[src/verilog/sdram_params.svh]
`ifndef SDRAM_PARAMS_SVH
`define SDRAM_PARAMS_SVH

// ------------------------------
// Request address fields
// ------------------------------
`define ADDR_W              26
`define ROW_W               12
`define BANK_W              2
`define COL_W               12
`define PAGE_W              14

// SDRAM address bus
`define CMD_ADDR_W          13
`define PRECHARGE_ALL_ADDR  13'h0400   // Only A10 set

// ------------------------------
// Idle cycles after a command
// ------------------------------
`define T_RCD               3          // ACTV to READ/WRTE
`define T_RP                3          // PRCH to next command
`define T_RFC               10         // ARSR to next command
`define T_RW                2          // READ/WRTE to next command
`define T_WR                4          // WRTE to PRCH

`endif

[src/verilog/sdram_pkg.sv]
`default_nettype none
`include "sdram_params.svh"

package sdram_pkg;

  // SDRAM command pins, {RAS, CAS, WE}
  typedef enum logic [2:0] {
    MRST = 3'b000,
    ARSR = 3'b001,   // Auto refresh
    PRCH = 3'b010,   // Row close
    ACTV = 3'b011,   // Row open
    WRTE = 3'b100,
    READ = 3'b101,
    BTRM = 3'b110,
    NOOP = 3'b111
  } sdram_cmd_t;

  typedef struct packed {
    logic [`ROW_W-1:0]  row;
    logic [`BANK_W-1:0] bank;
    logic [`COL_W-1:0]  column;
  } req_fields_t;

  typedef struct packed {
    logic [`PAGE_W-1:0] page;     // Row and bank as one tag
    logic [`COL_W-1:0]  column;
  } req_page_t;

  typedef union packed {
    req_fields_t fields;
    req_page_t   paged;
  } req_addr_t;

endpackage

`default_nettype wire

[src/verilog/sdram_command_execute.sv]
`timescale 1ns/1ps
`default_nettype none
`include "sdram_params.svh"

module sdram_command_execute
  import sdram_pkg::*;
(
  input  wire                    INPUT_CLK,
  input  wire                    RST,
  input  wire                    refresh_strobe,
  input  wire                    sel_valid,
  input  wire                    sel_bulk,
  input  wire                    sel_we,
  input  wire                    page_hit,
  input  wire req_addr_t         sel_addr,
  output logic                   issue,
  output sdram_cmd_t             next_cmd,
  output logic [`CMD_ADDR_W-1:0] next_addr,
  output logic [`BANK_W-1:0]     next_bank,
  output logic [`PAGE_W-1:0]     open_page,
  output logic                   page_open,
  output logic                   issue_bulk
);

  localparam int GAP_W = 4;   // Holds T_RFC

  logic             strobe_q;
  logic             refresh_ack;
  logic             refresh_pending;
  logic [GAP_W-1:0] gap_cnt;
  logic [GAP_W-1:0] gap_load;
  logic             gap_done;
  logic             last_write;

  assign refresh_pending = strobe_q ^ refresh_ack;   // Toggle not yet served

  // ------------------------------
  // Command choice
  // ------------------------------
  always_comb
  begin
    if (refresh_pending && page_open)
      next_cmd = PRCH;
    else if (refresh_pending)
      next_cmd = ARSR;
    else if (sel_valid && page_hit)
      next_cmd = sel_we ? WRTE : READ;
    else if (sel_valid && page_open)
      next_cmd = PRCH;
    else if (sel_valid)
      next_cmd = ACTV;
    else
      next_cmd = NOOP;
  end

  // A write leaves T_WR before PRCH but only T_RW before another access
  always_comb
  begin
    if (last_write && (next_cmd != PRCH))
      gap_done = gap_cnt <= GAP_W'(`T_WR - `T_RW);
    else
      gap_done = gap_cnt == '0;
  end

  always_comb
  begin
    case (next_cmd)
      ACTV:    gap_load = GAP_W'(`T_RCD);
      PRCH:    gap_load = GAP_W'(`T_RP);
      ARSR:    gap_load = GAP_W'(`T_RFC);
      WRTE:    gap_load = GAP_W'(`T_WR);
      READ:    gap_load = GAP_W'(`T_RW);
      default: gap_load = '0;
    endcase
  end

  assign issue      = gap_done && (next_cmd != NOOP);
  assign issue_bulk = sel_bulk;

  // ------------------------------
  // Bus address and bank
  // ------------------------------
  always_comb
  begin
    case (next_cmd)
      ACTV:       next_addr = {1'b0, sel_addr.fields.row};
      READ, WRTE: next_addr = {sel_addr.fields.column, 1'b0};
      default:    next_addr = `PRECHARGE_ALL_ADDR;
    endcase
  end

  always_comb
  begin
    case (next_cmd)
      ACTV:             next_bank = sel_addr.fields.bank;
      READ, WRTE, PRCH: next_bank = open_page[`BANK_W-1:0];
      default:          next_bank = '0;
    endcase
  end

  // ------------------------------
  // Bank and refresh state
  // ------------------------------
  always_ff @(posedge INPUT_CLK)
  begin
    if (!RST)
    begin
      strobe_q    <= refresh_strobe;
      refresh_ack <= refresh_strobe;   // Nothing owed out of reset
      gap_cnt     <= '0;
      last_write  <= 1'b0;
      page_open   <= 1'b0;
    end
    else
    begin
      strobe_q <= refresh_strobe;
      if (issue)
      begin
        gap_cnt    <= gap_load;
        last_write <= (next_cmd == WRTE);
        if (next_cmd == ACTV)
          page_open <= 1'b1;
        if (next_cmd == PRCH)
          page_open <= 1'b0;
        if (next_cmd == ARSR)
          refresh_ack <= strobe_q;
      end
      else if (gap_cnt != '0)
        gap_cnt <= gap_cnt - 1'b1;
    end
  end

  always_ff @(posedge INPUT_CLK)
  begin
    if (issue && (next_cmd == ACTV))
      open_page <= sel_addr.paged.page;
  end

endmodule

`default_nettype wire

[src/verilog/sdram_command_result.sv]
`timescale 1ns/1ps
`default_nettype none
`include "sdram_params.svh"

module sdram_command_result
  import sdram_pkg::*;
(
  input  wire                    INPUT_CLK,
  input  wire                    RST,
  input  wire                    issue,
  input  wire sdram_cmd_t        next_cmd,
  input  wire [`CMD_ADDR_W-1:0]  next_addr,
  input  wire [`BANK_W-1:0]      next_bank,
  input  wire                    issue_bulk,
  output sdram_cmd_t             cmd,
  output logic [`CMD_ADDR_W-1:0] cmd_addr,
  output logic [`BANK_W-1:0]     cmd_bank,
  output logic                   rand_ready,
  output logic                   bulk_ready
);

  logic grant;

  assign grant = issue && ((next_cmd == READ) || (next_cmd == WRTE));

  always_ff @(posedge INPUT_CLK)
  begin
    if (!RST)
    begin
      cmd        <= NOOP;
      cmd_addr   <= `PRECHARGE_ALL_ADDR;
      cmd_bank   <= '0;
      rand_ready <= 1'b0;
      bulk_ready <= 1'b0;
    end
    else
    begin
      if (issue)
      begin
        cmd      <= next_cmd;
        cmd_addr <= next_addr;
        cmd_bank <= next_bank;
      end
      else
      begin
        cmd      <= NOOP;
        cmd_addr <= `PRECHARGE_ALL_ADDR;   // Bank held from last command
      end
      rand_ready <= grant && !issue_bulk;
      bulk_ready <= grant && issue_bulk;
    end
  end

endmodule

`default_nettype wire

[src/verilog/sdram_request_decode.sv]
`timescale 1ns/1ps
`default_nettype none
`include "sdram_params.svh"

module sdram_request_decode
  import sdram_pkg::*;
(
  input  wire                INPUT_CLK,
  input  wire                RST,
  input  wire                rand_valid,
  input  wire                rand_we,
  input  wire req_addr_t     rand_addr,
  input  wire                bulk_valid,
  input  wire                bulk_we,
  input  wire req_addr_t     bulk_addr,
  input  wire [`PAGE_W-1:0]  open_page,
  input  wire                page_open,
  output logic               sel_valid,
  output logic               sel_bulk,
  output logic               sel_we,
  output req_addr_t          sel_addr,
  output logic               page_hit
);

  logic      rand_valid_q;
  logic      bulk_valid_q;
  logic      rand_we_q;
  logic      bulk_we_q;
  req_addr_t rand_addr_q;
  req_addr_t bulk_addr_q;

  // ------------------------------
  // Port registers
  // ------------------------------
  always_ff @(posedge INPUT_CLK)
  begin
    if (!RST)
    begin
      rand_valid_q <= 1'b0;
      bulk_valid_q <= 1'b0;
    end
    else
    begin
      rand_valid_q <= rand_valid;
      bulk_valid_q <= bulk_valid;
    end
  end

  always_ff @(posedge INPUT_CLK)
  begin
    rand_we_q   <= rand_we;
    rand_addr_q <= rand_addr;
    bulk_we_q   <= bulk_we;
    bulk_addr_q <= bulk_addr;
  end

  // ------------------------------
  // Arbitration, bulk first
  // ------------------------------
  assign sel_valid = rand_valid_q || bulk_valid_q;
  assign sel_bulk  = bulk_valid_q;
  assign sel_addr  = bulk_valid_q ? bulk_addr_q : rand_addr_q;
  assign sel_we    = bulk_valid_q ? bulk_we_q : rand_we_q;

  // Open-page hit on the page view
  assign page_hit = sel_valid && page_open && (sel_addr.paged.page == open_page);

endmodule

`default_nettype wire

[src/verilog/sdram_scheduler.sv]
`timescale 1ns/1ps
`default_nettype none
`include "sdram_params.svh"

module sdram_scheduler
  import sdram_pkg::*;
(
  input  wire                    INPUT_CLK,
  input  wire                    RST,
  input  wire                    refresh_strobe,
  // Random port
  input  wire                    rand_valid,
  input  wire req_addr_t         rand_addr,
  input  wire                    rand_we,
  output logic                   rand_ready,
  // Bulk port
  input  wire                    bulk_valid,
  input  wire req_addr_t         bulk_addr,
  input  wire                    bulk_we,
  output logic                   bulk_ready,
  // SDRAM command side
  output sdram_cmd_t             cmd,
  output logic [`CMD_ADDR_W-1:0] cmd_addr,
  output logic [`BANK_W-1:0]     cmd_bank
);

  logic                   sel_valid;
  logic                   sel_bulk;
  logic                   sel_we;
  logic                   page_hit;
  req_addr_t              sel_addr;
  logic [`PAGE_W-1:0]     open_page;
  logic                   page_open;
  logic                   issue;
  logic                   issue_bulk;
  sdram_cmd_t             next_cmd;
  logic [`CMD_ADDR_W-1:0] next_addr;
  logic [`BANK_W-1:0]     next_bank;

  sdram_request_decode u_decode (
    .INPUT_CLK  (INPUT_CLK),
    .RST        (RST),
    .rand_valid (rand_valid),
    .rand_we    (rand_we),
    .rand_addr  (rand_addr),
    .bulk_valid (bulk_valid),
    .bulk_we    (bulk_we),
    .bulk_addr  (bulk_addr),
    .open_page  (open_page),
    .page_open  (page_open),
    .sel_valid  (sel_valid),
    .sel_bulk   (sel_bulk),
    .sel_we     (sel_we),
    .sel_addr   (sel_addr),
    .page_hit   (page_hit)
  );

  sdram_command_execute u_execute (
    .INPUT_CLK      (INPUT_CLK),
    .RST            (RST),
    .refresh_strobe (refresh_strobe),
    .sel_valid      (sel_valid),
    .sel_bulk       (sel_bulk),
    .sel_we         (sel_we),
    .page_hit       (page_hit),
    .sel_addr       (sel_addr),
    .issue          (issue),
    .next_cmd       (next_cmd),
    .next_addr      (next_addr),
    .next_bank      (next_bank),
    .open_page      (open_page),
    .page_open      (page_open),
    .issue_bulk     (issue_bulk)
  );

  sdram_command_result u_result (
    .INPUT_CLK  (INPUT_CLK),
    .RST        (RST),
    .issue      (issue),
    .next_cmd   (next_cmd),
    .next_addr  (next_addr),
    .next_bank  (next_bank),
    .issue_bulk (issue_bulk),
    .cmd        (cmd),
    .cmd_addr   (cmd_addr),
    .cmd_bank   (cmd_bank),
    .rand_ready (rand_ready),
    .bulk_ready (bulk_ready)
  );

endmodule

`default_nettype wire
[config.mk]
export PLATFORM = sky130hd
export DESIGN_NAME = sdram_scheduler
export DESIGN_NICKNAME = d
export VERILOG_FILES = /design/src/verilog/sdram_pkg.sv /design/src/verilog/sdram_command_execute.sv /design/src/verilog/sdram_command_result.sv /design/src/verilog/sdram_request_decode.sv /design/src/verilog/sdram_scheduler.sv
export VERILOG_INCLUDE_DIRS = /design/src /design/src/verilog
export SDC_FILE = /design/constraint.sdc
export NUM_CORES = 1
export LEC_CHECK = 0
export ABC_AREA = 1
export ABC_CLOCK_PERIOD_IN_PS = 6550
export BUFFER_PORTS_ARGS = -buffer_cell sky130_fd_sc_hd__buf_2
export CAP_MARGIN = 10
export CORE_ASPECT_RATIO = 0.8
export CORE_MARGIN = 4
export CORE_UTILIZATION = 37
export DETAILED_ROUTE_END_ITERATION = 16
export PLACE_DENSITY = 0.67
export RECOVER_POWER = 25
export SYNTH_ARGS = -nofsm -noshare
export SYNTH_HDL_FRONTEND = slang
export SYNTH_HIERARCHICAL = 1
export SYNTH_SLANG_ARGS = --single-unit
[constraint.sdc]
create_clock -name INPUT_CLK -period 6.55 [get_ports INPUT_CLK]
set_input_delay 0.9825 -clock INPUT_CLK [delete_from_list [all_inputs] [get_ports INPUT_CLK]]
set_output_delay 0.9825 -clock INPUT_CLK [all_outputs]
set_load 0.03 [all_outputs]
==> impl_metrics.env <==
export IMPL_sw_frac_of_total_pct=30.0
export IMPL_cts_resized=0
export IMPL_synth_cell_type_count=32
export IMPL_vias=2700
export IMPL_syn_avg_cell_area_sq_um=8.61
export IMPL_grt_pass1_vias=2701
export IMPL_hold_slack_ns=0.482
export IMPL_gp_congestion=0.780
export IMPL_tightestPinTransition_ns=0.719
export IMPL_min_path_type="flip-flop to flip-flop"
export IMPL_grt_total_usage_pct=14.6
export IMPL_synth_top_cell_area_share_pct=45.9
export IMPL_grt_pass1_wl_um=12800
export IMPL_layout_commonest_cell="nand2_1"
export IMPL_die_area_sq_um=11400
export IMPL_start_util_pct=38.9
export IMPL_clock_path_buffers=2
export IMPL_finalCriticalPeriod_ns=3.37
export IMPL_die_x_um=119
export IMPL_rsz0062_at_grt="no"
export IMPL_diodes=0
export IMPL_min_period_over_period_pct=51.4
export IMPL_die_h_um=96.4
export IMPL_antenna_left=0
export IMPL_cts_hold_buffers_added=0
export IMPL_power_switching_uw=460
export IMPL_hpwl_um=5620
export IMPL_pwr_share_clk_pct=35.2
export IMPL_antenna_found_initial=0
export IMPL_p_leak_uw=0.00223
export IMPL_finClkSkew_ns=0.0101
export IMPL_required_ns=6.53
export IMPL_clock_sinks=98
export IMPL_critPathMaxFanout=35
export IMPL_syn_nets=482
export IMPL_critPathLaunchType="flip-flop"
export IMPL_status="finished clean"
export IMPL_syn_area_sq_um=3620
export IMPL_synth_seq_area_share_pct=58.4
export IMPL_syn_to_final_growth_pct=21.5
export IMPL_cts_buffers=9
export IMPL_setup_viol=0
export IMPL_hold_violations=0
export IMPL_startpoint="u_decode/sel_bulk$_SDFF_PN0_"
export IMPL_drc=0
export IMPL_final_setup_tns_ns=0
export IMPL_crit_arrival_ns=3.34
export IMPL_min_from="u_result/cmd_bank[0]$_SDFFE_PN0P_"
export IMPL_overflow=0
export IMPL_power_frac_comb_pct=19.2
export IMPL_crit_type="flip-flop to flip-flop"
export IMPL_ys_seq_elements=98
export IMPL_ys_warnings_count=6
export IMPL_peakVddDrop_uv=134
export IMPL_htree_levels=3
export IMPL_async_flop_share_pct=0
export IMPL_internal_power_uw=1070
export IMPL_p_per_area_nw_per_um2=349
export IMPL_synth_edf_count=15
export IMPL_grt_max_degree=36
export IMPL_drv_slew=0
export IMPL_wl_per_cell_um=12.6
export IMPL_core_sq_um=9310
export IMPL_clkTransAtPathRegs_ns=0.07
export IMPL_nets=562
export IMPL_r2r_start="u_decode/sel_bulk$_SDFF_PN0_"
export IMPL_netlist_top_cells_area="dfxtp_1, nand2_1, edfxtp_1"
export IMPL_synth_largest_area_cell="dfxtp_1"
export IMPL_mostFrequentLayoutCells="nand2_1, dfxtp_1, buf_2, inv_1, nor2_1"
export IMPL_port_buffers=78
export IMPL_clock_fmax_mhz=297
export IMPL_maxCapViolCount=0
export IMPL_synth_top_flop_cell="dfxtp_1"
export IMPL_num_rows=31
export IMPL_drt_iter0_drc=160
export IMPL_ios=79
export IMPL_pwr_share_seq_pct=45.6
export IMPL_drt_wl_total_um=7800
export IMPL_relSlewSlack_pct=52.0
export IMPL_dr_pass1_iters=4
export IMPL_worstSetupEndpointType="flip-flop"
export IMPL_clock_latency_ns=0.35
export IMPL_syn_inst=420
export IMPL_finalPower_uw=1540
export IMPL_postCtsSetupBuffers=0
export IMPL_root_buffer="clkbuf_16"
export IMPL_viasPerCell=4.35
export IMPL_drive_above_1_share_pct=23.6
export IMPL_cts_tree="built"
-- flip-flops by register name, summed over array words and instances, names as in the netlist --
signal / count
u_decode/bulk_addr_q: 26
u_decode/rand_addr_q: 26
u_execute/open_page: 14
u_result/cmd_addr: 13
u_execute/gap_cnt: 4
u_result/cmd: 3
u_result/cmd_bank: 2
u_decode/bulk_we_q: 1
u_decode/rand_valid_q: 1
u_decode/rand_we_q: 1
u_decode/sel_bulk: 1
u_execute/last_write: 1
u_execute/page_open: 1
u_execute/refresh_ack: 1
u_execute/strobe_q: 1
u_result/bulk_ready: 1
u_result/rand_ready: 1
-- logic make-up (layout without fill, tap and decap cells) --
group | count (synthesis) | in the layout | share of synthesized area [%]
buffers and inverters | 72 | 157 | 8.41
AO/OA/AOI/OAI | 21 | 21 | 4.01
flip-flops | 98 | 98 | 58.4
XOR/XNOR | 3 | 3 | 0.727
AND/OR/NAND/NOR | 223 | 223 | 27.4
adder cells (fa/ha/maj) | 3 | 3 | 1.04
-- through the flow --
step / util [%] / instance area, sq um / worst slack, ns / std cells
finish: 47.2 / 4400 / 3.18 / 620
global route: 47.2 / 4400 / 2.77 / 620
CTS: 47.2 / 4400 / 3.20 / 620
detailed placement: 43.9 / 4090 / 3.25 / 604
global placement: 43.9 / 4090 / 3.27 / 604
floorplan: - / 3620 / 4.14 / 420
-- worst max-delay path: stages, from the launching register on --
cell and delay (ns):
dfxtp_1 0.30, buf_4 0.23, inv_2 0.42, nand2_1 0.14, nand2_1 0.13, nand2_1 0.07
nand2_1 0.06, inv_1 0.04, nand2_1 0.05, nor2_1 0.03, nand2_1 0.06, nor2_1 0.05
inv_1 0.06, nand2_2 0.07, nor3b_4 0.61, nand2_1 0.15, inv_1 0.51
-- final cells by class --
type / instances / area (sq um)
repair buffers: 79 / 398
clock buffers: 9 / 225
inverters: 62 / 233
fillers: 893 / 4910
well taps: 115 / 144
multi-input cells: 250 / 1200
clock inverters: 7 / 82.6
flip-flops and latches: 98 / 2110
-- per-layer routing --
layer | track usage [%] | share of wire, % | vias to the layer above
li1 | - | - | 1441
met2 | 23.9 | 45 | 59
met4 | 4.24 | 1.2 | 0
met5 | 0 | 0 | -
met3 | 5.65 | 5.5 | 8
met1 | 18.1 | 48 | 1192
-- power by group through the flow --
stage               logic [uW]  registers, uW  clock network, uW
floorplan                  199            728                  0
global placement           283            713                  0
detailed placement         291            713                  0
CTS                        295            700                551
global route               336            705                576
finish                     294            700                541
-- Yosys cell counts (4+ instances only) --
master and count:
nand2_1 149, dfxtp_1 83, inv_1 61, nor2_1 20, nand3_1 18, edfxtp_1 15, a22o_1 10, nor2_2 9
nand2_2 6, a21oi_1 5, or2_1 4
-- path summary, 6_finish.rpt --
check                                           end  slack (ns)  depth (start not counted)
hold / removal    u_result/cmd_bank[0]$_SDFFE_PN0P_        0.48                          2
setup reg to reg   u_execute/open_page[8]$_DFFE_PP_        3.18                         16
setup / recovery   u_execute/open_page[8]$_DFFE_PP_        3.18                         16
hold reg to reg   u_result/cmd_bank[0]$_SDFFE_PN0P_        0.48                          2
No activity file was read; power rests on OpenSTA's default activity.
